`config.mk`:
```
export PLATFORM = sky130hd
export DESIGN_NAME = accumulator_unit_flat
export DESIGN_NICKNAME = d
export VERILOG_FILES = /design/src/source/control_pkg.sv /design/src/source/isa_pkg.sv /design/src/source/core_bus.sv /design/src/source/accumulator_unit.sv /design/src/flat_wrapper.sv
export SDC_FILE = /design/constraint.sdc
export NUM_CORES = 1
export LEC_CHECK = 0
export BUFFER_PORTS_ARGS = -buffer_cell sky130_fd_sc_hd__buf_2
export CAP_MARGIN = 40
export CORE_ASPECT_RATIO = 1.2
export CORE_UTILIZATION = 45
export CTS_BUF_LIST = sky130_fd_sc_hd__clkbuf_16
export CTS_CLUSTER_DIAMETER = 150
export CTS_CLUSTER_SIZE = 14
export DETAILED_ROUTE_END_ITERATION = 10
export PLACE_DENSITY = 0.81
export SLEW_MARGIN = 10
export SYNTH_ARGS = -nofsm -noshare
export SYNTH_HDL_FRONTEND = slang
export SYNTH_SLANG_ARGS = --single-unit
```
`constraint.sdc`:
```
create_clock -name clock -period 4.3 [get_ports clock]
set_input_delay 0.645 -clock clock [delete_from_list [all_inputs] [get_ports clock]]
set_output_delay 0.645 -clock clock [all_outputs]
set_load 0.05 [all_outputs]
```
`src/source/control_pkg.sv`:
```
//**************************************************************************
// Sequencer states and the operation codes it sends to the datapath
//**************************************************************************
package control_pkg;

  typedef enum logic [4:0] {
    REG_INIT,
    CPU_IDLE,
    EXAM_1, EXAM_2,
    LD_PC_1,
    LD_AC_1,
    DEP_1,
    FETCH_1, FETCH_2,
    DECODE,
    CAL_EA,
    EA_IND_1, EA_IND_2,
    AND_1, AND_2, AND_3,
    TAD_1, TAD_2, TAD_3,
    ISZ_1, ISZ_2, ISZ_3, ISZ_4, ISZ_5,
    DCA_1, DCA_2,
    JMP_1,
    HALT
  } seq_state_t;

  typedef enum logic [2:0] {AC_NC, AC_CLEAR, AC_SWREG, AC_AND, AC_TAD} ac_op_t;

  typedef enum logic [1:0] {PC_NC, PC_P1, PC_SR, PC_EA} pc_op_t;

  typedef enum logic [1:0] {EA_NC, EA_ZERO_PAGE, EA_CURR_PAGE, EA_IND} ea_op_t;

  typedef enum logic [2:0] {MB_NC, MB_ZERO, MB_RD, MB_INC, MB_WD} mb_op_t;

  // Memory address source
  typedef enum logic [1:0] {AD_PC, AD_EA, AD_SR} ad_sel_t;

  // Memory write data source
  typedef enum logic [1:0] {WD_SR, WD_AC, WD_MB} wd_sel_t;

  // Codes match the panel select switches
  typedef enum logic [1:0] {DISP_PC, DISP_AC, DISP_IR, DISP_MB} disp_sel_t;

endpackage

```
`src/source/isa_pkg.sv`:
```
//**************************************************************************
// Word format and instruction fields of the 12-bit machine
//**************************************************************************
package isa_pkg;

  localparam int WORD_BITS = 12;

  typedef logic [WORD_BITS-1:0] word_t;

  // Operation field, bits 11 to 9
  typedef enum logic [2:0] {
    OP_AND,
    OP_TAD,
    OP_ISZ,
    OP_DCA,
    OP_JMS,
    OP_JMP,
    OP_IOT,
    OP_OPR
  } opcode_t;

  localparam word_t HALT_CODE = 12'o7402;

  localparam int OPCODE_MSB = 11;
  localparam int OPCODE_LSB = 9;
  localparam int IND_BIT = 8;      // Indirect addressing
  localparam int PAGE_BIT = 7;     // 0 zero page, 1 current page
  localparam int OFFSET_BITS = 7;  // Page offset in bits 6 to 0

endpackage

```
`src/source/core_bus.sv`:
```
//**************************************************************************
// Control and data paths between sequencer, AC, address and memory units
//**************************************************************************
interface core_bus
  import isa_pkg::*, control_pkg::*;
();

  ac_op_t ac_op;
  pc_op_t pc_op;
  ea_op_t ea_op;
  mb_op_t mb_op;
  ad_sel_t ad_sel;
  wd_sel_t wd_sel;
  logic ir_load;
  logic read_enable;
  logic write_enable;
  logic cpu_idle;

  word_t ac;
  logic link;
  word_t pc;
  word_t ir;
  word_t ea;
  word_t rd_data;
  word_t mb;
  logic mb_zero;
  logic mem_finished;

  modport sequencer (output ac_op, pc_op, ea_op, mb_op, ir_load, ad_sel, wd_sel,
                     read_enable, write_enable, cpu_idle,
                     input ir, mb_zero, mem_finished);
  modport acc (output ac, link, input ac_op, mb);
  modport addr (output pc, ir, ea, input pc_op, ea_op, ir_load, rd_data);
  modport mem (output rd_data, mb, mb_zero, mem_finished,
               input mb_op, ad_sel, wd_sel, read_enable, write_enable, cpu_idle,
               pc, ea, ir, ac);

endinterface

```
`src/source/accumulator_unit.sv`:
```
//**************************************************************************
// AC has no reset and is cleared by the init cycle; link clears on reset
//**************************************************************************
module accumulator_unit
  import isa_pkg::*, control_pkg::*;
(
  input  logic  clock,
  input  logic  resetN,
  input  word_t switch_reg,
  core_bus.acc  bus
);

  logic [WORD_BITS:0] sum;

  assign sum = {1'b0, bus.ac} + {1'b0, bus.mb};

  always_ff @(posedge clock) begin
    case (bus.ac_op)
      AC_CLEAR: bus.ac <= '0;
      AC_SWREG: bus.ac <= switch_reg;
      AC_AND:   bus.ac <= bus.ac & bus.mb;
      AC_TAD:   bus.ac <= sum[WORD_BITS-1:0];
      default:  ;
    endcase
  end

  // Carry out of TAD complements the link
  always_ff @(posedge clock, negedge resetN)
    if (!resetN)
      bus.link <= 1'b0;
    else if (bus.ac_op == AC_TAD && sum[WORD_BITS])
      bus.link <= ~bus.link;

endmodule

```
`src/flat_wrapper.sv`:
```
// flat-port wrapper written by rule: the top's interface ports become plain ports
module accumulator_unit_flat import isa_pkg::*, control_pkg::*;
  (clock, resetN, switch_reg, bus_ac, bus_link, bus_ac_op, bus_mb);
  core_bus bus_i ();
  input  logic clock;
  input  logic resetN;
  input  word_t switch_reg;
  output wire logic [$bits(bus_i.ac)-1:0] bus_ac;
  output wire logic [$bits(bus_i.link)-1:0] bus_link;
  input wire logic [$bits(bus_i.ac_op)-1:0] bus_ac_op;
  input wire logic [$bits(bus_i.mb)-1:0] bus_mb;
  assign bus_ac = bus_i.ac;
  assign bus_link = bus_i.link;
  assign bus_i.ac_op = bus_ac_op;
  assign bus_i.mb = bus_mb;
  accumulator_unit u_core (.clock(clock), .resetN(resetN), .switch_reg(switch_reg), .bus(bus_i));
endmodule
```
==> results.yml <==
logic_synthesis:
  ys_top_cells_by_area: "edfxtp_1, ha_1, mux2i_1, o22ai_1, a21oi_1"
  syn_nets: 154
  ys_seq_elements: 13
  yosys.area.top_type: "edfxtp_1"
  synthFlopType: "edfxtp_1"
  synth_edf_count: 12
  synth_cell_type_count: 30
  synthTopCellsByCount: "edfxtp_1, ha_1, mux2i_1"
  synthesis.area_mm2: 0.00116
  yosysTopAreaCellShare: 0.311
  async_flop_share: 0.0769
  netlist_instances: 112
  ys_warn_count: 0
  ys_seq_area_frac: 0.332
  avgSynthCellArea_um2: 10.4
worst_setup_path:
  ff2ff_path_depth: 7
  path_max_fanout: 4
  reg2reg_slack_ns: 2.19
  crit_type: "input port to flop"
  crit_required_ns: 4.27
  cp-start-kind: "input port"
  critPathLaunch: "bus_mb[0]"
  reg2reg_from: "u_core.bus.ac[0]"
  cpMaxStageDelayCell: "fa_1"
  reg2reg_to: "u_core.bus.ac[10]"
  end_kind: "flop"
  slowest_delay_ns: 0.43
  crit_chain: "buf_2 -> ha_1 -> fa_1 -> a21oi_1 -> o211ai_1 -> a21oi_1 -> xor2_1 -> o22ai_1"
  cp.arrival_ns: 2.19
  cp_common_cell: "a21oi_1"
route:
  vias: 1125
  detail-route-antenna-nets: 0
  wl_per_cell_um: 15.9
  drc: 0
  totalWireLength_um: 2950
  drt_pass1_iterations: 4
  via_per_inst: 6.08
  drt-initial-drc-count: 32
timing:
  hold-worst-slack_ns: 0.161
  finalSetupViolations: 0
  final.setup.tns_ns: 0
  hold_viol: 0
  period_share: 0.515
  slew_viol_final: 0
  finalCriticalPeriod_ns: 2.22
  maxSlewHeadroom: 0.564
  skew_ns: 0.00152
  tightest_slew_ns: 0.649
  rsz0062_at_grt: "false"
  timing.fmax_mhz: 451
placement:
  place_hpwl_um: 2150
  post-place-cells: 181
  io_buffers: 41
  routabilityCongestion: 0.881
  placed_cell_area_mm2: 0.00138
layout:
  drive_above_1_share: 0.325
  final_cells: 185
  antenna_cells: 0
  fillers: 197
  area_growth_pct: 25.6
  fin_area_mm2: 0.00146
  finish.utilization: 0.619
  fin_nets: 197
floorplan:
  rows: 19
  die_area_mm2: 0.00279
  pin_count: 42
  initial_utilization: 0.493
  fp.dieH_um: 57.6
  fp.coreArea_mm2: 0.00235
  die_x_um: 48.3
power_and_ir_drop:
  p_clk_frac: 0.301
  p_per_area_mw_per_mm2: 414
  seq_power_share: 0.285
  switchingPower_mw: 0.232
  ir_drop_mv: 0.237
  internal_power_mw: 0.371
  switching_share: 0.385
  combPwrFrac: 0.414
  p_leak_nw: 0.678
run:
  cap_viol_max_count: 0
cts:
  post_cts_buffers: 0
  cts-root-buf: "clkbuf_16"
  cts_tree: "yes"
  hold_buffers: 0
  clock_latency_ns: 0.25
  htree_levels: 1
  post_cts_resized: 0
  numCtsBuffers: 3
  clk_pin_slew_worst_paths_ns: 0.05
  clock_path_buffers: 2
  cts_num_sinks: 13
grt:
  grt_pass1_vias: 1077
  grt_pass1_wl_um: 4590
  grt_max_degree: 14
  antenna_found_initial: 0
  grt_overflow: 0
  grt.total_usage: 0.217
hold_path:
  worst_hold_path_type: "input port to asynchronous set/reset pin"
run_status:
  status: "finished, final reports clean"
[layout make-up]
type	count	area, um^2	area share
multi-input combinational	95	741	0.509
sequential	13	385	0.265
timing repair buffer	42	213	0.146
clock buffer	3	75.1	0.0515
tap	31	38.8	0.0266
clock inverter	1	3.75	0.00258
[metrics by stage]
step | power [mW] | setup slack (ns)
after floorplan | 0.362 | 2.05
after global placement | 0.412 | 1.91
after detailed placement | 0.418 | 1.84
after CTS | 0.601 | 2.10
after global routing | 0.627 | 2.01
final | 0.603 | 2.08
[placed cells by master, fill, tap and decap left out, types with 2 or more instances in the layout]
master / count
buf_2: 41
mux2i_1: 12
ha_1: 12
edfxtp_1: 12
a21oi_1: 11
o22ai_1: 10
nand2_1: 6
xor2_1: 6
nand3_1: 5
xnor2_1: 5
o21ai_0: 4
a21o_1: 4
o211ai_1: 3
a31oi_1: 3
clkbuf_16: 3
nor2_1: 2
[worst max-delay path by stage]
stage                   endpoint  cells after the start  slack (ns)
2_1_floorplan  u_core.bus.ac[10]                      7        2.05
3_3_place_gp   u_core.bus.ac[10]                      8        1.91
3_5_place_dp   u_core.bus.ac[10]                      8        1.84
4_1_cts        u_core.bus.ac[10]                      8        2.10
5_1_grt        u_core.bus.ac[10]                      8        2.01
6_report       u_core.bus.ac[10]                      8        2.08
[logic make-up (layout without fill, tap and decap cells)]
logic type	count (synthesis)	count (layout)	share of synthesized area
compound gates	41	41	0.228
simple gates	18	18	0.0777
fa+ha+maj	13	13	0.147
flops	13	13	0.332
mux	12	12	0.104
xor+xnor	11	11	0.0831
buf+inv	4	46	0.0291
[power by group through the flow]
| stage | Clock [mW] | Combinational [mW] | Sequential (mW) |
|---|---|---|---|
| floorplan | 0 | 0.126 | 0.236 |
| global placement | 0 | 0.240 | 0.172 |
| detailed placement | 0 | 0.245 | 0.174 |
| CTS | 0.182 | 0.248 | 0.172 |
| global route | 0.187 | 0.266 | 0.173 |
| finish | 0.182 | 0.250 | 0.172 |
[worst max-delay path, delay by kind of cell]
family	cells	cell delay, ns
compound gates	4	0.60
xor+xnor	1	0.16
fa+ha+maj	2	0.68
buf+inv	1	0.10
[flip-flops by register name, indices dropped and copies added (netlist names)]
name	flops
u_core.bus.link	1
u_core.bus.ac	12
[metal layers]
layer / routed length (um) / part of all wire / track usage
met5: 0 / 0 / 0
met3: 173 / 0.059 / 0.0367
met2: 1510 / 0.51 / 0.372
met1: 1180 / 0.40 / 0.250
met4: 86 / 0.029 / 0.147
(Power assumes the default switching activity.)
