File: config.mk
export PLATFORM = sky130hd
export DESIGN_NAME = address_unit_flat
export DESIGN_NICKNAME = d
export VERILOG_FILES = /design/src/source/control_pkg.sv /design/src/source/isa_pkg.sv /design/src/source/core_bus.sv /design/src/source/address_unit.sv /design/src/flat_wrapper.sv
export SDC_FILE = /design/constraint.sdc
export NUM_CORES = 1
export LEC_CHECK = 0
export ABC_AREA = 1
export BUFFER_PORTS_ARGS = -buffer_cell sky130_fd_sc_hd__buf_2
export CAP_MARGIN = 40
export CORE_ASPECT_RATIO = 1.5
export CORE_UTILIZATION = 42
export DETAILED_ROUTE_END_ITERATION = 7
export PLACE_DENSITY = 0.73
export REMOVE_ABC_BUFFERS = 1
export SLEW_MARGIN = 20
export SYNTH_ARGS = -nofsm -noshare
export SYNTH_HDL_FRONTEND = slang
export SYNTH_SLANG_ARGS = --single-unit
export TNS_END_PERCENT = 1
File: constraint.sdc
create_clock -name clock -period 1.6 [get_ports clock]
set_clock_uncertainty 0.1 [all_clocks]
set_input_delay 0.4 -clock clock [delete_from_list [all_inputs] [get_ports clock]]
set_output_delay 0.4 -clock clock [all_outputs]
set_load 0.01 [all_outputs]
File: src/source/control_pkg.sv
//**************************************************************************
// Sequencer states and the operation codes it sends to the datapath
//**************************************************************************
package control_pkg;

  typedef enum logic [4:0] {
    REG_INIT,
    CPU_IDLE,
    EXAM_1, EXAM_2,
    LD_PC_1,
    LD_AC_1,
    DEP_1,
    FETCH_1, FETCH_2,
    DECODE,
    CAL_EA,
    EA_IND_1, EA_IND_2,
    AND_1, AND_2, AND_3,
    TAD_1, TAD_2, TAD_3,
    ISZ_1, ISZ_2, ISZ_3, ISZ_4, ISZ_5,
    DCA_1, DCA_2,
    JMP_1,
    HALT
  } seq_state_t;

  typedef enum logic [2:0] {AC_NC, AC_CLEAR, AC_SWREG, AC_AND, AC_TAD} ac_op_t;

  typedef enum logic [1:0] {PC_NC, PC_P1, PC_SR, PC_EA} pc_op_t;

  typedef enum logic [1:0] {EA_NC, EA_ZERO_PAGE, EA_CURR_PAGE, EA_IND} ea_op_t;

  typedef enum logic [2:0] {MB_NC, MB_ZERO, MB_RD, MB_INC, MB_WD} mb_op_t;

  // Memory address source
  typedef enum logic [1:0] {AD_PC, AD_EA, AD_SR} ad_sel_t;

  // Memory write data source
  typedef enum logic [1:0] {WD_SR, WD_AC, WD_MB} wd_sel_t;

  // Codes match the panel select switches
  typedef enum logic [1:0] {DISP_PC, DISP_AC, DISP_IR, DISP_MB} disp_sel_t;

endpackage

File: src/source/isa_pkg.sv
//**************************************************************************
// Word format and instruction fields of the 12-bit machine
//**************************************************************************
package isa_pkg;

  localparam int WORD_BITS = 12;

  typedef logic [WORD_BITS-1:0] word_t;

  // Operation field, bits 11 to 9
  typedef enum logic [2:0] {
    OP_AND,
    OP_TAD,
    OP_ISZ,
    OP_DCA,
    OP_JMS,
    OP_JMP,
    OP_IOT,
    OP_OPR
  } opcode_t;

  localparam word_t HALT_CODE = 12'o7402;

  localparam int OPCODE_MSB = 11;
  localparam int OPCODE_LSB = 9;
  localparam int IND_BIT = 8;      // Indirect addressing
  localparam int PAGE_BIT = 7;     // 0 zero page, 1 current page
  localparam int OFFSET_BITS = 7;  // Page offset in bits 6 to 0

endpackage

File: src/source/core_bus.sv
//**************************************************************************
// Control and data paths between sequencer, AC, address and memory units
//**************************************************************************
interface core_bus
  import isa_pkg::*, control_pkg::*;
();

  ac_op_t ac_op;
  pc_op_t pc_op;
  ea_op_t ea_op;
  mb_op_t mb_op;
  ad_sel_t ad_sel;
  wd_sel_t wd_sel;
  logic ir_load;
  logic read_enable;
  logic write_enable;
  logic cpu_idle;

  word_t ac;
  logic link;
  word_t pc;
  word_t ir;
  word_t ea;
  word_t rd_data;
  word_t mb;
  logic mb_zero;
  logic mem_finished;

  modport sequencer (output ac_op, pc_op, ea_op, mb_op, ir_load, ad_sel, wd_sel,
                     read_enable, write_enable, cpu_idle,
                     input ir, mb_zero, mem_finished);
  modport acc (output ac, link, input ac_op, mb);
  modport addr (output pc, ir, ea, input pc_op, ea_op, ir_load, rd_data);
  modport mem (output rd_data, mb, mb_zero, mem_finished,
               input mb_op, ad_sel, wd_sel, read_enable, write_enable, cpu_idle,
               pc, ea, ir, ac);

endinterface

File: src/source/address_unit.sv
//**************************************************************************
// Current page is taken from PC after the fetch increment
//**************************************************************************
module address_unit
  import isa_pkg::*, control_pkg::*;
(
  input  logic  clock,
  input  logic  resetN,
  input  word_t switch_reg,
  core_bus.addr bus
);

  logic [OFFSET_BITS-1:0] offset;

  assign offset = bus.ir[OFFSET_BITS-1:0];

  always_ff @(posedge clock, negedge resetN) begin
    if (!resetN) begin
      bus.pc <= '0;
      bus.ir <= '0;
    end
    else begin
      case (bus.pc_op)
        PC_P1:   bus.pc <= bus.pc + 1'b1;
        PC_SR:   bus.pc <= switch_reg;
        PC_EA:   bus.pc <= bus.ea;
        default: ;
      endcase
      if (bus.ir_load) bus.ir <= bus.rd_data;
    end
  end

  always_ff @(posedge clock) begin
    case (bus.ea_op)
      EA_ZERO_PAGE: bus.ea <= {{(WORD_BITS-OFFSET_BITS){1'b0}}, offset};
      EA_CURR_PAGE: bus.ea <= {bus.pc[WORD_BITS-1:OFFSET_BITS], offset};
      EA_IND:       bus.ea <= bus.rd_data;  // Pointer word from memory
      default:      ;
    endcase
  end

endmodule

File: src/flat_wrapper.sv
// flat-port wrapper written by rule: the top's interface ports become plain ports
module address_unit_flat import isa_pkg::*, control_pkg::*;
  (clock, resetN, switch_reg, bus_pc, bus_ir, bus_ea, bus_pc_op, bus_ea_op, bus_ir_load, bus_rd_data);
  core_bus bus_i ();
  input  logic clock;
  input  logic resetN;
  input  word_t switch_reg;
  output wire logic [$bits(bus_i.pc)-1:0] bus_pc;
  output wire logic [$bits(bus_i.ir)-1:0] bus_ir;
  output wire logic [$bits(bus_i.ea)-1:0] bus_ea;
  input wire logic [$bits(bus_i.pc_op)-1:0] bus_pc_op;
  input wire logic [$bits(bus_i.ea_op)-1:0] bus_ea_op;
  input wire logic [$bits(bus_i.ir_load)-1:0] bus_ir_load;
  input wire logic [$bits(bus_i.rd_data)-1:0] bus_rd_data;
  assign bus_pc = bus_i.pc;
  assign bus_ir = bus_i.ir;
  assign bus_ea = bus_i.ea;
  assign bus_i.pc_op = bus_pc_op;
  assign bus_i.ea_op = bus_ea_op;
  assign bus_i.ir_load = bus_ir_load;
  assign bus_i.rd_data = bus_rd_data;
  address_unit u_core (.clock(clock), .resetN(resetN), .switch_reg(switch_reg), .bus(bus_i));
endmodule
==> results_dict.tcl, run 1 <==
set metrics [dict create \
    slew_headroom_pct 61.0 \
    synth_largest_type_area_fraction_pct 32.3 \
    gp_congestion 0.813 \
    cpMaxStageDelayCell "sky130_fd_sc_hd__dfrtp_1" \
    met3_usage_pct 5.43 \
    dr.first_iter.drc_count 54 \
    synth_edf_count 12 \
    synth_top_cell_by_area "sky130_fd_sc_hd__dfrtp_1" \
    timing.final.crit_period_ns 1.41 \
    cts-hold-fix-buffers 0 \
    critPathArrivalTime_ns 0.91 \
    dieWidth_um 56.4 \
    fp.dieArea_um2 4710 \
    gr-max-usage-layer "met2" \
    syn-instance-count 225 \
    total_clock_buffers_created_by_cts 5 \
    globalRouteMet1Util_pct 22.6 \
    finalHoldWorstSlack_ns -0.00306 \
    yosys.cell_count.top_type "sky130_fd_sc_hd__nand2_1" \
    first_global_vias 1603 \
    synth.ff_latch_count 36 \
    io_pins 67 \
    postRouteWirelength_mm 4.42 \
    cts_resized 0 \
    maxCapViolations 0 \
    timing.hold.worst.class "in2async" \
    use_met2_pct 34.8 \
    worstPathRequired_ns 1.10 \
    design.core.area_um2 4250 \
    worst_skew_pair.late_latency_ns 0.30 \
    die-height_um 83.5 \
    fill_cells 413 \
    routed-via-count 1706 \
    critical_path.endpoint_type "output pin" \
    failed_checks "hold timing" \
    slew_at_the_pin_with_the_worst_max_slew_slack_ns 0.585 \
    num_rows 29 \
    global_route_usage_over_all_layers_pct 20.2 \
    report.final.hold_viol_count 7 \
    synth.avg_cell_area_um2 8.27 \
    final-max-slew-violation-count 0 \
    global_route.overflow_total 0 \
    antenna_found_initial 0 \
    placement.setup.worst_slack_ns 0.162 \
    synth_cell_types 24 \
    synth.top_cells.by_area "sky130_fd_sc_hd__dfrtp_1, sky130_fd_sc_hd__edfxtp_1, sky130_fd_sc_hd__nand2_1, sky130_fd_sc_hd__o21ai_0, sky130_fd_sc_hd__inv_1" \
    final_net_count 329 \
    cts_num_sinks 36 \
    drc_errors 0 \
    totalNegativeSetupSlack_ns 0 \
    worstPathCellList "buf_2" \
    worst-path-buf-inv 1 \
    effective_utilization_at_floorplan_pct 43.9 \
    status "complete, but fails checks" \
    detailed_route_wire_length_per_cell_um 12.9 \
    critical_path.startpoint_type "register" \
    p_leak_nw 1.19 \
    yosys_warnings 0 \
    max_freq_mhz 708 \
    final_min_period_over_clock_period_pct 88.3 \
    worst_setup_slack_after_layout_ns 0.187 \
    total_power_mw 2.35 \
    cts_root_buf "sky130_fd_sc_hd__clkbuf_8" \
    power_density_nw_per_um2 1000 \
    cts_setup_buffers 0 \
    crit_type "reg2out" \
    numPortBuffers 66 \
    fraction_of_final_layout_cells_sized_beyond_drive_strength_1_pct 30.5 \
    ant_nets 0 \
    setup_viol 0 \
    cts-root-to-sink-buffers 2 \
    irDropWorstVdd_uv 867 \
    synth_seq_area_share_pct 51.6 \
    diodes 0 \
    crit_path_max_fanout 6 \
    areaGrowthSynthToFinish_pct 25.9 \
    worst_path_dominant_cell_family "flip-flops" \
    postSynth.topFlopCell "sky130_fd_sc_hd__dfrtp_1" \
    clock_pin_slew_on_the_worst_setup_and_hold_paths_ns 0.08 \
    postPlaceCellArea_um2 2250 \
    max_h_tree_level 2 \
    netlist_area_um2 1860 \
    grt_max_degree 25 \
    critical_path.max_stage_delay_ns 0.45 \
    drtPass1Iterations 4 \
    grt_setup_unrepaired "no" \
    viasPerCell 4.96 \
    grt_first_pass_wirelength_mm 7.29 \
    synth-async-reset-ratio_pct 66.7 \
    dp.final_hpwl_mm 3.37 \
    most_instantiated_cells_after_synthesis "sky130_fd_sc_hd__nand2_1, sky130_fd_sc_hd__o21ai_0, sky130_fd_sc_hd__inv_1" \
    postLayoutCellArea_um2 2340 \
    cts_tree "yes" \
]
## per-stage QoR
| step | hold slack [ns] | std cells | util (%) |
|---|---|---|---|
| after floorplan | 0.00441 | 218 | - |
| after global placement | 0.334 | 336 | 53.1 |
| after detailed placement | 0.346 | 336 | 53.1 |
| after CTS | 0.0191 | 344 | 55.2 |
| after global routing | 0.0393 | 344 | 55.2 |
| final | -0.00306 | 344 | 55.2 |
## cell families after synthesis
logic type	after synthesis	synth area share, %
AO/OA/AOI/OAI	45	12.8
multiplexers	5	3.02
buffers and inverters	37	8.20
AND/OR/NAND/NOR	100	23.2
adder cells (fa/ha/maj)	1	0.672
flip-flops	36	51.6
XOR/XNOR	1	0.471
## layer usage
| metal | up-vias | share of wire, % |
|---|---|---|
| met4 | 0 | 2.1 |
| li1 | 876 | - |
| met1 | 779 | 39 |
| met2 | 43 | 53 |
| met5 | - | 0 |
| met3 | 8 | 5.3 |
## worst paths after layout
check / from / endpoint / slack [ns] / cells past startpoint
worst max-delay path: u_core.bus.pc[2]$_DFFE_PN0P_ / bus_pc[2] / 0.19 / 1
worst min-delay path: resetN / u_core.bus.ir[2]$_DFFE_PN0P_ / -0.003 / 1
worst max register to register: u_core.bus.pc[1]$_DFFE_PN0P_ / u_core.bus.pc[6]$_DFFE_PN0P_ / 0.20 / 6
worst min register to register: u_core.bus.ir[8]$_DFFE_PN0P_ / u_core.bus.ir[8]$_DFFE_PN0P_ / 0.41 / 1
max in group asynchronous: resetN / u_core.bus.pc[9]$_DFFE_PN0P_ / 1.01 / 1
min in group clock: bus_rd_data[4] / u_core.bus.ir[4]$_DFFE_PN0P_ / 0.22 / 3
## state kept, by name, summed over array words and instances, names as in the netlist
name,flops
u_core.bus.ir,12
u_core.bus.pc,12
u_core.bus.ea,12
## cell usage in the layout (no fill, tap or decap)
cell type	synthesis	routed
sky130_fd_sc_hd__clkinvlp_4	0	1
sky130_fd_sc_hd__xor2_1	1	1
sky130_fd_sc_hd__nand2_2	1	1
sky130_fd_sc_hd__buf_2	5	66
sky130_fd_sc_hd__ha_1	1	1
sky130_fd_sc_hd__inv_1	28	28
sky130_fd_sc_hd__mux2_2	5	5
sky130_fd_sc_hd__nor2_4	3	3
sky130_fd_sc_hd__a22oi_1	2	2
sky130_fd_sc_hd__clkbuf_8	0	5
sky130_fd_sc_hd__inv_2	1	1
sky130_fd_sc_hd__clkinv_1	1	1
sky130_fd_sc_hd__buf_4	2	6
sky130_fd_sc_hd__o21ai_0	31	31
sky130_fd_sc_hd__dfrtp_1	24	24
sky130_fd_sc_hd__a31oi_1	3	3
sky130_fd_sc_hd__nand3b_1	1	1
sky130_fd_sc_hd__nand3_1	16	16
sky130_fd_sc_hd__or2_2	1	1
sky130_fd_sc_hd__nand2_1	64	64
sky130_fd_sc_hd__clkinv_2	0	1
sky130_fd_sc_hd__o22ai_1	1	1
sky130_fd_sc_hd__nand4_1	2	2
sky130_fd_sc_hd__a21oi_1	7	7
sky130_fd_sc_hd__a32oi_1	1	1
sky130_fd_sc_hd__inv_6	0	1
sky130_fd_sc_hd__edfxtp_1	12	12
sky130_fd_sc_hd__nor2_1	12	12
## power by group
part           internal (mW)  switching, mW
sequential              1.07         0.0936
clock                  0.309          0.370
combinational          0.208          0.304
## cell type report
class	instances	area (µm²)	area share, %
Sequential cell	36	961	41.0
Inverter	30	113	4.80
Tap cell	46	57.6	2.45
Multi-Input combinational cell	152	748	31.9
Clock buffer	5	68.8	2.93
Clock inverter	3	21.3	0.907
Timing Repair Buffer	72	375	16.0
(Power assumes the default switching activity.)
==> run 2: changes to the inputs <==
- GPL_TIMING_DRIVEN: not set -> 0
==> results_dict.tcl, run 2 (same netlist as run 1, synthesis figures left out) <==
set metrics [dict create \
    cellInternalPower_mw 1.57 \
    ant_nets 0 \
    multi_input_area_um2 748 \
    combinationalPowerShare_pct 21.8 \
    cpMaxStageDelayCell "sky130_fd_sc_hd__dfrtp_1" \
    max_h_tree_level 2 \
    setup_viol 0 \
    critical_path.startpoint_type "register" \
    crit_type "reg2reg" \
    cts-hold-fix-buffers 0 \
    timing.hold.worst.class "in2async" \
    gp_congestion 0.800 \
    dr.first_iter.drc_count 23 \
    cp-startpoint "u_core.bus.pc[1]$_DFFE_PN0P_" \
    cts_tree "yes" \
    timing.critical_path.to "u_core.bus.pc[6]$_DFFE_PN0P_" \
    cts-root-to-sink-buffers 2 \
    numPortBuffers 66 \
    cts_resized 0 \
    max_freq_mhz 703 \
    final-seq-area_um2 961 \
    cts_root_buf "sky130_fd_sc_hd__clkbuf_8" \
    slew_headroom_pct 61.7 \
    grt_setup_unrepaired "no" \
    crit_path_max_fanout 5 \
    power.switching_fraction_pct 31.7 \
    grt_max_degree 25 \
    p_switching_uw 727 \
    effective_utilization_at_floorplan_pct 43.9 \
    antenna_found_initial 0 \
    worstPathCellList "ha_1 -> nand2_2 -> nor2_4 -> xor2_1 -> nand2_1 -> a21oi_1" \
    slew_at_the_pin_with_the_worst_max_slew_slack_ns 0.574 \
    final_min_period_over_clock_period_pct 88.9 \
    crit-reg2reg-capture "u_core.bus.pc[6]$_DFFE_PN0P_" \
    drc_errors 0 \
    diodes 0 \
    report.final.hold_viol_count 2 \
    final-max-slew-violation-count 0 \
    cts_setup_buffers 0 \
    critical_path.endpoint_type "register" \
    design.core.area_um2 4250 \
    detailed_route_wire_length_per_cell_um 12.8 \
    mostFrequentLayoutCells "sky130_fd_sc_hd__buf_2, sky130_fd_sc_hd__nand2_1, sky130_fd_sc_hd__o21ai_0" \
    finalHoldWorstSlack_ns -0.000299 \
    finalCoreUtilization_pct 54.1 \
    worst_skew_pair.late_latency_ns 0.29 \
    clkPwrFrac_pct 27.7 \
    clock_pin_slew_on_the_worst_setup_and_hold_paths_ns 0.07 \
    status "complete, but fails checks" \
    areaGrowthSynthToFinish_pct 23.4 \
    fraction_of_final_layout_cells_sized_beyond_drive_strength_1_pct 28.8 \
    rrSetupSlack_ns 0.18 \
    share_seq_of_total_power_pct 50.6 \
    global_route_usage_over_all_layers_pct 19.8 \
    worst_path_dominant_cell_family "flip-flops" \
    worstPathRequired_ns 1.72 \
    critPathArrivalTime_ns 1.54 \
    worst_r2r_path_depth 6 \
    critical_path.max_stage_delay_ns 0.41 \
    reg.largest.list "u_core.bus.ea: 12 flops, u_core.bus.ir: 12 flops, u_core.bus.pc: 12 flops" \
    postRouteWirelength_mm 4.33 \
    p_leak_nw 1.16 \
    worst-path-buf-inv 0 \
    dieWidth_um 56.4 \
    maxCapViolations 0 \
    io_pins 67 \
    fill_cells 425 \
    grt_first_pass_wirelength_mm 7.22 \
    drtPass1Iterations 4 \
    total_clock_buffers_created_by_cts 5 \
    failed_checks "hold timing" \
    dpl.cell_count 330 \
    power_density_nw_per_um2 998 \
    fp.dieArea_um2 4710 \
    reg_to_reg_critical_path_startpoint "u_core.bus.pc[1]$_DFFE_PN0P_" \
    first_global_vias 1624 \
    routed-via-count 1670 \
    irDropWorstVdd_uv 609 \
    layout_commonest_cell "sky130_fd_sc_hd__buf_2" \
    final_net_count 323 \
    placement.setup.worst_slack_ns -0.0196 \
    num_rows 29 \
    viasPerCell 4.94 \
    timing.final.crit_period_ns 1.42 \
    die-height_um 83.5 \
    dp.final_hpwl_mm 3.28 \
    global_route.overflow_total 0 \
    cts_num_sinks 36 \
    post_route_non_filler_standard_cell_count 338 \
    cp_num_cells 6 \
    worst_setup_slack_after_layout_ns 0.177 \
]
==> run 2: changes by cell type in the layout (fill, tap and decap cells not counted) <==
cell,delta
sky130_fd_sc_hd__buf_4,-6
sky130_fd_sc_hd__clkinv_1,+1
sky130_fd_sc_hd__clkinv_2,-1
sky130_fd_sc_hd__clkinvlp_4,+1
sky130_fd_sc_hd__inv_6,-1
==> run 2: how the worst min path moves through the flow <==
stage / slack [ns] / endpoint
after floorplan: 0.004 / u_core.bus.ir[0]$_DFFE_PN0P_
after global placement: 0.33 / u_core.bus.ir[1]$_DFFE_PN0P_
after detailed placement: 0.33 / u_core.bus.ir[1]$_DFFE_PN0P_
after CTS: 0.02 / u_core.bus.ir[1]$_DFFE_PN0P_
after global routing: 0.04 / u_core.bus.ir[2]$_DFFE_PN0P_
final: -0.0003 / u_core.bus.ir[2]$_DFFE_PN0P_
==> run 2: metal layers <==
metal	part of all wire (%)	track usage [%]	vias up
li1	-	-	862
met1	40	22.9	763
met2	53	33.9	39
met3	5.2	5.12	6
met4	1.7	9.31	0
met5	0	0	-
==> run 2: stage by stage <==
stage | cell area [µm²] | setup TNS [ns] | hold slack [ns] | total power [mW]
floorplan | 1820 | 0 | 0.00441 | 1.45
global placement | 2210 | -0.0102 | 0.333 | 1.67
detailed placement | 2210 | -0.0293 | 0.333 | 1.68
CTS | 2300 | 0 | 0.0176 | 2.32
global route | 2300 | 0 | 0.0430 | 2.44
finish | 2300 | 0 | -0.000299 | 2.29
==> run 2: final cells by class <==
class	instances	area share (%)
Sequential cell	36	41.8
Timing Repair Buffer	66	14.4
Inverter	30	4.90
Clock inverter	3	0.817
Multi-Input combinational cell	152	32.6
Tap cell	46	2.51
Clock buffer	5	3.00
==> run 2: power by group through the flow <==
stage                     clock [mW]  sequential [mW]  combinational, mW
after floorplan                    0             1.22              0.229
after global placement             0             1.18              0.491
after detailed placement           0             1.18              0.503
after CTS                      0.658             1.16              0.505
after global routing           0.701             1.18              0.562
final                          0.634             1.16              0.500
