### config.mk
export PLATFORM = sky130hd
export DESIGN_NAME = instruction_sequencer_flat
export DESIGN_NICKNAME = d
export VERILOG_FILES = /design/src/source/control_pkg.sv /design/src/source/isa_pkg.sv /design/src/source/core_bus.sv /design/src/source/instruction_sequencer.sv /design/src/flat_wrapper.sv
export SDC_FILE = /design/constraint.sdc
export NUM_CORES = 1
export LEC_CHECK = 0
export BUFFER_PORTS_ARGS = -buffer_cell sky130_fd_sc_hd__buf_2
export CORE_MARGIN = 2
export CORE_UTILIZATION = 35
export DETAILED_ROUTE_END_ITERATION = 16
export PLACE_DENSITY_LB_ADDON = 0.3
export SLEW_MARGIN = 0
export SYNTH_ARGS = -nofsm -noshare
export SYNTH_HDL_FRONTEND = slang
export SYNTH_SLANG_ARGS = --single-unit
### constraint.sdc
create_clock -name clock -period 2.7 [get_ports clock]
set_input_delay 0.27 -clock clock [delete_from_list [all_inputs] [get_ports clock]]
set_output_delay 0.27 -clock clock [all_outputs]
set_load 0.05 [all_outputs]
### src/source/control_pkg.sv
//**************************************************************************
// Sequencer states and the operation codes it sends to the datapath
//**************************************************************************
package control_pkg;

  typedef enum logic [4:0] {
    REG_INIT,
    CPU_IDLE,
    EXAM_1, EXAM_2,
    LD_PC_1,
    LD_AC_1,
    DEP_1,
    FETCH_1, FETCH_2,
    DECODE,
    CAL_EA,
    EA_IND_1, EA_IND_2,
    AND_1, AND_2, AND_3,
    TAD_1, TAD_2, TAD_3,
    ISZ_1, ISZ_2, ISZ_3, ISZ_4, ISZ_5,
    DCA_1, DCA_2,
    JMP_1,
    HALT
  } seq_state_t;

  typedef enum logic [2:0] {AC_NC, AC_CLEAR, AC_SWREG, AC_AND, AC_TAD} ac_op_t;

  typedef enum logic [1:0] {PC_NC, PC_P1, PC_SR, PC_EA} pc_op_t;

  typedef enum logic [1:0] {EA_NC, EA_ZERO_PAGE, EA_CURR_PAGE, EA_IND} ea_op_t;

  typedef enum logic [2:0] {MB_NC, MB_ZERO, MB_RD, MB_INC, MB_WD} mb_op_t;

  // Memory address source
  typedef enum logic [1:0] {AD_PC, AD_EA, AD_SR} ad_sel_t;

  // Memory write data source
  typedef enum logic [1:0] {WD_SR, WD_AC, WD_MB} wd_sel_t;

  // Codes match the panel select switches
  typedef enum logic [1:0] {DISP_PC, DISP_AC, DISP_IR, DISP_MB} disp_sel_t;

endpackage

### src/source/isa_pkg.sv
//**************************************************************************
// Word format and instruction fields of the 12-bit machine
//**************************************************************************
package isa_pkg;

  localparam int WORD_BITS = 12;

  typedef logic [WORD_BITS-1:0] word_t;

  // Operation field, bits 11 to 9
  typedef enum logic [2:0] {
    OP_AND,
    OP_TAD,
    OP_ISZ,
    OP_DCA,
    OP_JMS,
    OP_JMP,
    OP_IOT,
    OP_OPR
  } opcode_t;

  localparam word_t HALT_CODE = 12'o7402;

  localparam int OPCODE_MSB = 11;
  localparam int OPCODE_LSB = 9;
  localparam int IND_BIT = 8;      // Indirect addressing
  localparam int PAGE_BIT = 7;     // 0 zero page, 1 current page
  localparam int OFFSET_BITS = 7;  // Page offset in bits 6 to 0

endpackage

### src/source/core_bus.sv
//**************************************************************************
// Control and data paths between sequencer, AC, address and memory units
//**************************************************************************
interface core_bus
  import isa_pkg::*, control_pkg::*;
();

  ac_op_t ac_op;
  pc_op_t pc_op;
  ea_op_t ea_op;
  mb_op_t mb_op;
  ad_sel_t ad_sel;
  wd_sel_t wd_sel;
  logic ir_load;
  logic read_enable;
  logic write_enable;
  logic cpu_idle;

  word_t ac;
  logic link;
  word_t pc;
  word_t ir;
  word_t ea;
  word_t rd_data;
  word_t mb;
  logic mb_zero;
  logic mem_finished;

  modport sequencer (output ac_op, pc_op, ea_op, mb_op, ir_load, ad_sel, wd_sel,
                     read_enable, write_enable, cpu_idle,
                     input ir, mb_zero, mem_finished);
  modport acc (output ac, link, input ac_op, mb);
  modport addr (output pc, ir, ea, input pc_op, ea_op, ir_load, rd_data);
  modport mem (output rd_data, mb, mb_zero, mem_finished,
               input mb_op, ad_sel, wd_sel, read_enable, write_enable, cpu_idle,
               pc, ea, ir, ac);

endinterface

### src/source/instruction_sequencer.sv
//**************************************************************************
// Panel commands are sampled only in idle; run is ignored after HALT until
// it drops. JMS, IOT and OPR words (except 7402) are no-ops
//**************************************************************************
module instruction_sequencer
  import isa_pkg::*, control_pkg::*;
(
  input  logic clock,
  input  logic resetN,
  input  logic run,
  input  logic step,
  input  logic examine,
  input  logic load_pc,
  input  logic load_ac,
  input  logic deposit,
  output logic halt,
  core_bus.sequencer bus
);

  seq_state_t state, next_state, inst_state;
  opcode_t opcode;
  logic run_hold;

  assign opcode = opcode_t'(bus.ir[OPCODE_MSB:OPCODE_LSB]);

  always_ff @(posedge clock, negedge resetN)
    if (!resetN) state <= REG_INIT;
    else         state <= next_state;

  // Blocks run from restarting the program right after a HALT
  always_ff @(posedge clock, negedge resetN)
    if (!resetN)            run_hold <= 1'b0;
    else if (state == HALT) run_hold <= 1'b1;
    else if (!run)          run_hold <= 1'b0;

  // First state of the execute chain
  always_comb begin
    case (opcode)
      OP_AND:  inst_state = AND_1;
      OP_TAD:  inst_state = TAD_1;
      OP_ISZ:  inst_state = ISZ_1;
      OP_DCA:  inst_state = DCA_1;
      default: inst_state = JMP_1;  // Only JMP reaches here
    endcase
  end

  always_comb begin
    next_state = state;
    case (state)
      REG_INIT: next_state = CPU_IDLE;
      CPU_IDLE: begin
        if (run && !run_hold) next_state = FETCH_1;
        else if (step)        next_state = FETCH_1;
        else if (examine)     next_state = EXAM_1;
        else if (load_pc)     next_state = LD_PC_1;
        else if (load_ac)     next_state = LD_AC_1;
        else if (deposit)     next_state = DEP_1;
      end
      EXAM_1:   if (bus.mem_finished) next_state = EXAM_2;
      DEP_1:    if (bus.mem_finished) next_state = CPU_IDLE;
      FETCH_1:  if (bus.mem_finished) next_state = FETCH_2;
      FETCH_2:  next_state = DECODE;
      DECODE: begin
        if (bus.ir == HALT_CODE) next_state = HALT;
        else begin
          case (opcode)
            OP_JMS, OP_IOT, OP_OPR: next_state = CPU_IDLE;
            default:                next_state = CAL_EA;
          endcase
        end
      end
      CAL_EA:   next_state = bus.ir[IND_BIT] ? EA_IND_1 : inst_state;
      EA_IND_1: if (bus.mem_finished) next_state = EA_IND_2;
      EA_IND_2: next_state = inst_state;
      AND_1:    if (bus.mem_finished) next_state = AND_2;
      AND_2:    next_state = AND_3;
      TAD_1:    if (bus.mem_finished) next_state = TAD_2;
      TAD_2:    next_state = TAD_3;
      ISZ_1:    if (bus.mem_finished) next_state = ISZ_2;
      ISZ_2:    next_state = ISZ_3;
      ISZ_3:    next_state = ISZ_4;
      ISZ_4:    if (bus.mem_finished) next_state = ISZ_5;
      DCA_1:    if (bus.mem_finished) next_state = DCA_2;
      default:  next_state = CPU_IDLE;  // Last state of every chain
    endcase
  end

  always_comb begin
    bus.ac_op = AC_NC;
    bus.pc_op = PC_NC;
    bus.ea_op = EA_NC;
    bus.mb_op = MB_NC;
    bus.ir_load = 1'b0;
    bus.ad_sel = AD_PC;
    bus.wd_sel = WD_AC;
    bus.read_enable = 1'b0;
    bus.write_enable = 1'b0;
    bus.cpu_idle = 1'b0;
    halt = 1'b0;
    case (state)
      REG_INIT: begin
        bus.ac_op = AC_CLEAR;
        bus.mb_op = MB_ZERO;
      end
      CPU_IDLE: bus.cpu_idle = 1'b1;
      EXAM_1: begin
        bus.ad_sel = AD_SR;
        bus.read_enable = 1'b1;
      end
      LD_PC_1:  bus.pc_op = PC_SR;
      LD_AC_1:  bus.ac_op = AC_SWREG;
      DEP_1: begin
        bus.wd_sel = WD_SR;
        bus.write_enable = 1'b1;
        if (bus.mem_finished) bus.pc_op = PC_P1;  // Address still PC at this edge
      end
      FETCH_1:  bus.read_enable = 1'b1;
      FETCH_2: begin
        bus.ir_load = 1'b1;
        bus.pc_op = PC_P1;
      end
      CAL_EA:   bus.ea_op = bus.ir[PAGE_BIT] ? EA_CURR_PAGE : EA_ZERO_PAGE;
      EA_IND_1, AND_1, TAD_1, ISZ_1: begin
        bus.ad_sel = AD_EA;
        bus.read_enable = 1'b1;
      end
      EA_IND_2: bus.ea_op = EA_IND;
      EXAM_2, AND_2, TAD_2, ISZ_2: bus.mb_op = MB_RD;
      AND_3:    bus.ac_op = AC_AND;
      TAD_3:    bus.ac_op = AC_TAD;
      ISZ_3:    bus.mb_op = MB_INC;
      ISZ_4: begin
        bus.ad_sel = AD_EA;
        bus.wd_sel = WD_MB;
        bus.write_enable = 1'b1;
      end
      ISZ_5:    if (bus.mb_zero) bus.pc_op = PC_P1;
      DCA_1: begin
        bus.ad_sel = AD_EA;
        bus.write_enable = 1'b1;
      end
      DCA_2: begin
        bus.mb_op = MB_WD;  // MB keeps the stored AC
        bus.ac_op = AC_CLEAR;
      end
      JMP_1:    bus.pc_op = PC_EA;
      HALT: begin
        halt = 1'b1;
        bus.cpu_idle = 1'b1;
      end
      default: ;
    endcase
  end

endmodule

### src/flat_wrapper.sv
// flat-port wrapper written by rule: the top's interface ports become plain ports
module instruction_sequencer_flat import isa_pkg::*, control_pkg::*;
  (clock, resetN, run, step, examine, load_pc, load_ac, deposit, halt, bus_ac_op, bus_pc_op, bus_ea_op, bus_mb_op, bus_ir_load, bus_ad_sel, bus_wd_sel, bus_read_enable, bus_write_enable, bus_cpu_idle, bus_ir, bus_mb_zero, bus_mem_finished);
  core_bus bus_i ();
  input  logic clock;
  input  logic resetN;
  input  logic run;
  input  logic step;
  input  logic examine;
  input  logic load_pc;
  input  logic load_ac;
  input  logic deposit;
  output logic halt;
  output wire logic [$bits(bus_i.ac_op)-1:0] bus_ac_op;
  output wire logic [$bits(bus_i.pc_op)-1:0] bus_pc_op;
  output wire logic [$bits(bus_i.ea_op)-1:0] bus_ea_op;
  output wire logic [$bits(bus_i.mb_op)-1:0] bus_mb_op;
  output wire logic [$bits(bus_i.ir_load)-1:0] bus_ir_load;
  output wire logic [$bits(bus_i.ad_sel)-1:0] bus_ad_sel;
  output wire logic [$bits(bus_i.wd_sel)-1:0] bus_wd_sel;
  output wire logic [$bits(bus_i.read_enable)-1:0] bus_read_enable;
  output wire logic [$bits(bus_i.write_enable)-1:0] bus_write_enable;
  output wire logic [$bits(bus_i.cpu_idle)-1:0] bus_cpu_idle;
  input wire logic [$bits(bus_i.ir)-1:0] bus_ir;
  input wire logic [$bits(bus_i.mb_zero)-1:0] bus_mb_zero;
  input wire logic [$bits(bus_i.mem_finished)-1:0] bus_mem_finished;
  assign bus_ac_op = bus_i.ac_op;
  assign bus_pc_op = bus_i.pc_op;
  assign bus_ea_op = bus_i.ea_op;
  assign bus_mb_op = bus_i.mb_op;
  assign bus_ir_load = bus_i.ir_load;
  assign bus_ad_sel = bus_i.ad_sel;
  assign bus_wd_sel = bus_i.wd_sel;
  assign bus_read_enable = bus_i.read_enable;
  assign bus_write_enable = bus_i.write_enable;
  assign bus_cpu_idle = bus_i.cpu_idle;
  assign bus_i.ir = bus_ir;
  assign bus_i.mb_zero = bus_mb_zero;
  assign bus_i.mem_finished = bus_mem_finished;
  instruction_sequencer u_core (.clock(clock), .resetN(resetN), .run(run), .step(step), .examine(examine), .load_pc(load_pc), .load_ac(load_ac), .deposit(deposit), .halt(halt), .bus(bus_i));
endmodule
==> results.yml, run 1 <==
run_status:
  outcome: "finished clean"
synthesis:
  synth_edf_count: 0
  yosysMostFrequentCell: "nor2_1"
  synthFlopType: "dfrtp_1"
  ys_warn_count: 0
  synth_top_area_share: 0.1221
  synth_top_cell_by_area: "dfrtp_1"
  syn_inst: 175
  syn_nets: 197
  synth.area.top_cells: "dfrtp_1, nor2_1, a21oi_1, nand2_1, nand2b_1"
  syn_area_um2: 1230
  synth_xor_area_frac: 0.02035
  syn_area_per_cell_um2: 7.028
  synth_compound_area_frac: 0.3123
  synth_mux_area_frac: 0.02136
  async_reset_ff_frac: 1.000
  synth_top_family_by_area: "simple AND/OR/NAND/NOR gates"
  ys_seq_area_frac: 0.1221
  yosys.area_share.simple: 0.4273
  synth_cell_type_count: 61
  synth_top_cells_by_count: "nor2_1, nand2_1, a21oi_1, buf_2, nor3_1"
  synthAdderAreaFrac: 0
  synth-seq-cells: 6
floorplan:
  die_y_um: 63.28
  io_pins: 41
  die-area_um2: 4004
  fp-row-count: 21
  dieWidth_um: 63.28
  start_util: 0.3657
  fp.coreArea_um2: 3363
global_route:
  grt_max_degree: 18
  grt.total_usage: 0.1888
  grt_pass1_vias: 1303
  grt_pass1_wl_um: 6127
  grt-ovfl-total: 0
  antenna_found_initial: 0
clock_network:
  cts_sinks: 6
  cts_tree: "done"
  clk_pin_slew_ns: 0.05
  cts.htree.levels: 1
  cts_buffers: 3
  root_buffer: "clkbuf_4"
  cts_hold_buf: 1
  clk_latency_ns: 0.25
  post_cts_buffers: 0
  cts_resized: 0
  clockBufferDepth: 2
timing:
  worst_slack_ns: 0.3071
  rsz0062_at_grt: "no"
  slew_headroom: 0.5769
  timing.final.max_slew_violations: 0
  post-route-period-util: 0.8863
  clock_skew_ns: 0.003697
  final.min_clock_period_ns: 2.393
  tns_ns: 0
  hold_viol: 0
  worst_slew_pin_slew_ns: 0.6346
  setup_violations: 0
  fmaxAchievable_mhz: 417.9
setup_path:
  crit_required_ns: 2.43
  worst_setup_path_end_kind: "primary output"
  max_stage_delay_ns: 0.74
  cp-start-kind: "flip-flop"
  worst-path-max-fanout: 17
  crit_top_cell: "or2_1"
  crit_chain: "inv_2 > or2_1 > nor2_1 > or2_1 > buf_2"
  critPathKind: "flip-flop to primary output"
  worst_path_max_delay_cell: "dfrtp_1"
  cp.arrival_ns: 2.12
place:
  place_hpwl_um: 2909
  gp_congestion: 0.9468
  place_ws_ns: 0.6537
  numPortBuffers: 40
  placed_cells: 255
pwr:
  irDropWorstVdd_v: 0.0002920
  power.density_nw_per_um2: 1211
  p_leak_nw: 0.6479
cells_and_area:
  final_cells: 259
  antenna_cells: 0
  drive_gt1_frac: 0.3146
  area_delta_synth_final_pct: 22.28
  nets: 237
drt:
  vias_per_cell: 5.830
  ant_nets: 0
  wl_per_cell_um: 14.64
  drt_first_iter_violations: 124
  drc: 0
  via_count: 1510
  dr.pass1.iters: 4
  routed_wl_um: 3791
worst_hold_path:
  hp-class: "primary input to flip-flop"
job:
  maxCapViolCount: 0
[power by group]
part / switching (mW) / internal [mW]
Clock: 0.0366 / 0.0506
Sequential: 0.122 / 0.124
Combinational: 0.952 / 0.538
[logic make-up after synthesis]
logic type      Yosys count
compound gates           54
xor+xnor                  2
buf+inv                  21
flops                     6
mux                       2
simple gates             90
[flip-flops by register name, summed over array words and instances (netlist names)]
register and count:
u_core.state 5, u_core.run_hold 1
[worst paths after layout]
check	from	to	slack, ns	cells after the start
setup / recovery	u_core.state[4]	bus_cpu_idle	0.31	5
hold / removal	run	u_core.run_hold	0.23	2
setup reg to reg	u_core.state[4]	u_core.state[0]	0.60	6
hold reg to reg	u_core.run_hold	u_core.run_hold	0.48	1
max in group asynchronous	resetN	u_core.run_hold	2.19	2
min in group asynchronous	resetN	u_core.state[1]	0.37	2
[layout by cell type, fill, tap and decap left out, types with 2 or more instances in the layout]
cell type  synthesis  routed
buf_2              8      40
nor2_1            26      26
nand2_1           14      14
a21oi_1           12      12
nor3_1             8       8
buf_4              2       8
nand2b_1           7       7
o21ai_0            7       7
dfrtp_1            6       6
nand3_1            5       5
nor2b_1            5       5
inv_1              4       4
o22ai_1            4       4
o31ai_1            3       3
clkbuf_4           0       3
and3_1             2       2
inv_2              2       2
o32ai_1            2       2
a32oi_1            2       2
nand4b_1           2       2
or2_1              2       2
a31oi_1            2       2
o311a_1            2       2
nor3_4             2       2
nor4_1             2       2
o21bai_1           2       2
a21o_1             2       2
nor3b_1            2       2
o211ai_1           2       2
[critical path: cells and delay by family (launching register included)]
family / cells / cell delay [ns]
AND/OR/NAND/NOR: 3 / 0.68
flip-flops: 1 / 0.74
buffers and inverters: 2 / 0.43
[metrics by stage]
stage          instance area (um^2)  hold WS [ns]  power, mW    util
6_report                       1504        0.2326      1.822  0.4472
5_1_grt                        1504        0.2280      1.961  0.4472
4_1_cts                        1504        0.2314      1.800  0.4472
3_5_place_dp                   1471        0.1004      1.708  0.4375
3_3_place_gp                   1471        0.1020      1.721  0.4375
2_1_floorplan                  1230      -0.02559      1.398       -
[final cells by class]
type,instances,area [um^2]
Clock buffer,3,22.52
Fill cell,384,1859
Inverter,6,22.52
Multi-Input combinational cell,148,960.9
Sequential cell,6,150.1
Tap cell,46,57.56
Timing Repair Buffer,50,290.3
[layer usage]
metal / track usage / part of all wire / vias to the layer above
li1: - / - / 736
met1: 0.2686 / 0.44 / 681
met2: 0.2952 / 0.46 / 84
met3: 0.01607 / 0.083 / 9
met4: 0.07337 / 0.017 / 0
met5: 0 / 0 / -
(Power assumes the default switching activity.)
==> run 2: changes to the inputs <==
--- a/config.mk
+++ b/config.mk
@@ -5,6 +5,7 @@
 export SDC_FILE = /design/constraint.sdc
 export NUM_CORES = 1
 export LEC_CHECK = 0
+export ABC_AREA = 1
 export BUFFER_PORTS_ARGS = -buffer_cell sky130_fd_sc_hd__buf_2
 export CORE_MARGIN = 2
 export CORE_UTILIZATION = 35
==> run 2 against run 1 <==
Compared with the run above: design area fell by 14%; non-clock buffer count fell by 9; largest power group unchanged; clock power fell by 2.5%; synthesized cell count rose by 8.6%; critical endpoint unchanged; routed wire length fell by 25%; critical path type unchanged; highest routed layer unchanged.
==> results.yml, run 2 <==
run_status:
  outcome: "finished clean"
setup_path:
  crit_family: "buffers and inverters"
  worst-path-max-fanout: 16
  worst_path_max_delay_cell: "dfrtp_1"
  cp-start-kind: "flip-flop"
  max_stage_delay_ns: 0.54
  critPathKind: "flip-flop to primary output"
  cp.arrival_ns: 1.96
  crit_chain: "inv_1 > nor3_1 > inv_1 > nand2_1 > buf_2"
  worst_setup_path_end_kind: "primary output"
  crit_top_cell: "inv_1"
  worst-path-buf-inv: 3
  crit_required_ns: 2.43
job:
  maxCapViolCount: 0
floorplan:
  io_pins: 41
  fp.coreArea_um2: 2781
  start_util: 0.3702
  dieWidth_um: 58.24
  die_y_um: 58.24
  fp-row-count: 19
  die-area_um2: 3392
cells_and_area:
  mostFrequentLayoutCells: "nand2_1, buf_2, inv_1, nor2_1, nand3_1"
  fin_area_um2: 1291
  top_regs: "u_core.state: 5 flops, u_core.run_hold: 1 flops"
  nets: 256
  drive_gt1_frac: 0.3060
  layout_commonest_cell: "nand2_1"
  antenna_cells: 0
  area_delta_synth_final_pct: 25.40
  fillers: 315
  largest_reg_flops: 5
  regMostFlops: "u_core.state"
synthesis:
  yosysMostFrequentCell: "nand2_1"
  synth-seq-cells: 6
  ys_seq_area_frac: 0.1458
  syn_nets: 212
  synth_top_area_share: 0.2296
  ys_warn_count: 0
  synthFlopType: "dfrtp_1"
  syn_area_um2: 1030
  syn_area_per_cell_um2: 5.420
  syn_inst: 190
  synth_top_cell_by_area: "nand2_1"
  synth_edf_count: 0
  synth.area.top_cells: "nand2_1, dfrtp_1, nand3_1, inv_1, nor2_1"
  async_reset_ff_frac: 1.000
  synth_cell_type_count: 22
  synth_top_cells_by_count: "nand2_1, inv_1, nor2_1, nand3_1, nand3_2"
global_route:
  gr-usage-met3: 0.02455
  grt_pass1_vias: 1050
  grt_max_degree: 17
  grt.total_usage: 0.1800
  grt-ovfl-total: 0
  grt-busiest-layer: "met2"
  grt_pass1_wl_um: 4685
  grt_use_met1: 0.2625
  gr-usage-met2: 0.2711
  antenna_found_initial: 0
timing:
  clock_skew_ns: 0.002567
  worst_slack_ns: 0.4713
  post-route-period-util: 0.8254
  whs_ns: 0.2410
  hold_viol: 0
  final.min_clock_period_ns: 2.229
  timing.final.max_slew_violations: 0
  worst_slew_pin_slew_ns: 0.5639
  slew_headroom: 0.6237
  fmaxAchievable_mhz: 448.7
  rsz0062_at_grt: "no"
  setup_violations: 0
  tns_ns: 0
place:
  place_ws_ns: 0.7508
  place_hpwl_um: 2338
  numPortBuffers: 40
  place_area_um2: 1259
  gp_congestion: 0.8922
drt:
  wl_per_cell_um: 10.82
  dr.pass1.iters: 4
  routed_wl_um: 2845
  via_count: 1234
  drc: 0
  drt_first_iter_violations: 92
  vias_per_cell: 4.692
  ant_nets: 0
pwr:
  irDropWorstVdd_v: 0.0005661
  power.density_nw_per_um2: 1056
  p_leak_nw: 0.8465
clock_network:
  clockBufferDepth: 2
  clk_pin_slew_ns: 0.05
  cts_tree: "done"
  root_buffer: "clkbuf_4"
  cts_resized: 0
  clk_latency_ns: 0.25
  cts_buffers: 3
  cts_sinks: 6
  cts.htree.levels: 1
  post_cts_buffers: 0
worst_hold_path:
  hp-class: "primary input to flip-flop"
-- run 2: cells by family after synthesis --
logic type | share of synthesized area
compound gates | 0.04982
buf+inv | 0.1288
simple gates | 0.6756
flops | 0.1458
-- run 2: final timing paths --
path                            startpoint               to  slack [ns]  cells past startpoint
min                                    run  u_core.run_hold        0.24                      3
max in group asynchronous           resetN  u_core.run_hold        2.18                      2
max                        u_core.state[4]     bus_cpu_idle        0.47                      5
min in group asynchronous           resetN  u_core.state[0]        0.37                      2
max reg2reg                u_core.state[4]  u_core.state[2]        0.87                      8
min reg2reg                u_core.run_hold  u_core.run_hold        0.49                      2
-- run 2: routing by layer --
metal  share of wire  vias to the layer above
met5               0                        -
met4           0.012                        0
met3           0.055                        5
met2            0.43                       47
met1            0.50                      498
li1                -                      684
-- run 2: cell type report --
cell class                      count  area (um^2)  share of cell area
Clock buffer                        3        22.52             0.01744
Inverter                           32        122.6             0.09496
Multi-Input combinational cell    150        747.0              0.5785
Sequential cell                     6        150.1              0.1163
Tap cell                           31        38.79             0.03004
Timing Repair Buffer               41        210.2              0.1628
-- run 2: per-stage QoR --
stage          total power, mW    util  instances
3_3_place_gp             1.270  0.4525        259
4_1_cts                  1.367  0.4642        263
2_1_floorplan            1.057       -        190
3_5_place_dp             1.277  0.4525        259
6_report                 1.364  0.4642        263
5_1_grt                  1.513  0.4642        263
-- run 2: worst reg2reg max path: stages, from the launching register on --
cell and delay (ns):
dfrtp_1 0.49, inv_1 0.48, nand3_2 0.21, inv_1 0.12
nand3b_1 0.12, nand2_4 0.13, inv_4 0.04, nand2_1 0.07
nand2_1 0.05
-- run 2: what timing repair did --
item	4_1_cts	5_1_grt
setup endpoints to repair	0	0
hold buffers	1	0
endpoints found under the hold margin	6	0
-- run 2: power breakdown --
| group | switching [mW] | internal [mW] | leakage, nW |
|---|---|---|---|
| registers | 0.0743 | 0.127 | 0.0773 |
| logic | 0.792 | 0.286 | 0.755 |
| clock network | 0.0345 | 0.0504 | 0.0138 |
| total | 0.900 | 0.464 | 0.847 |
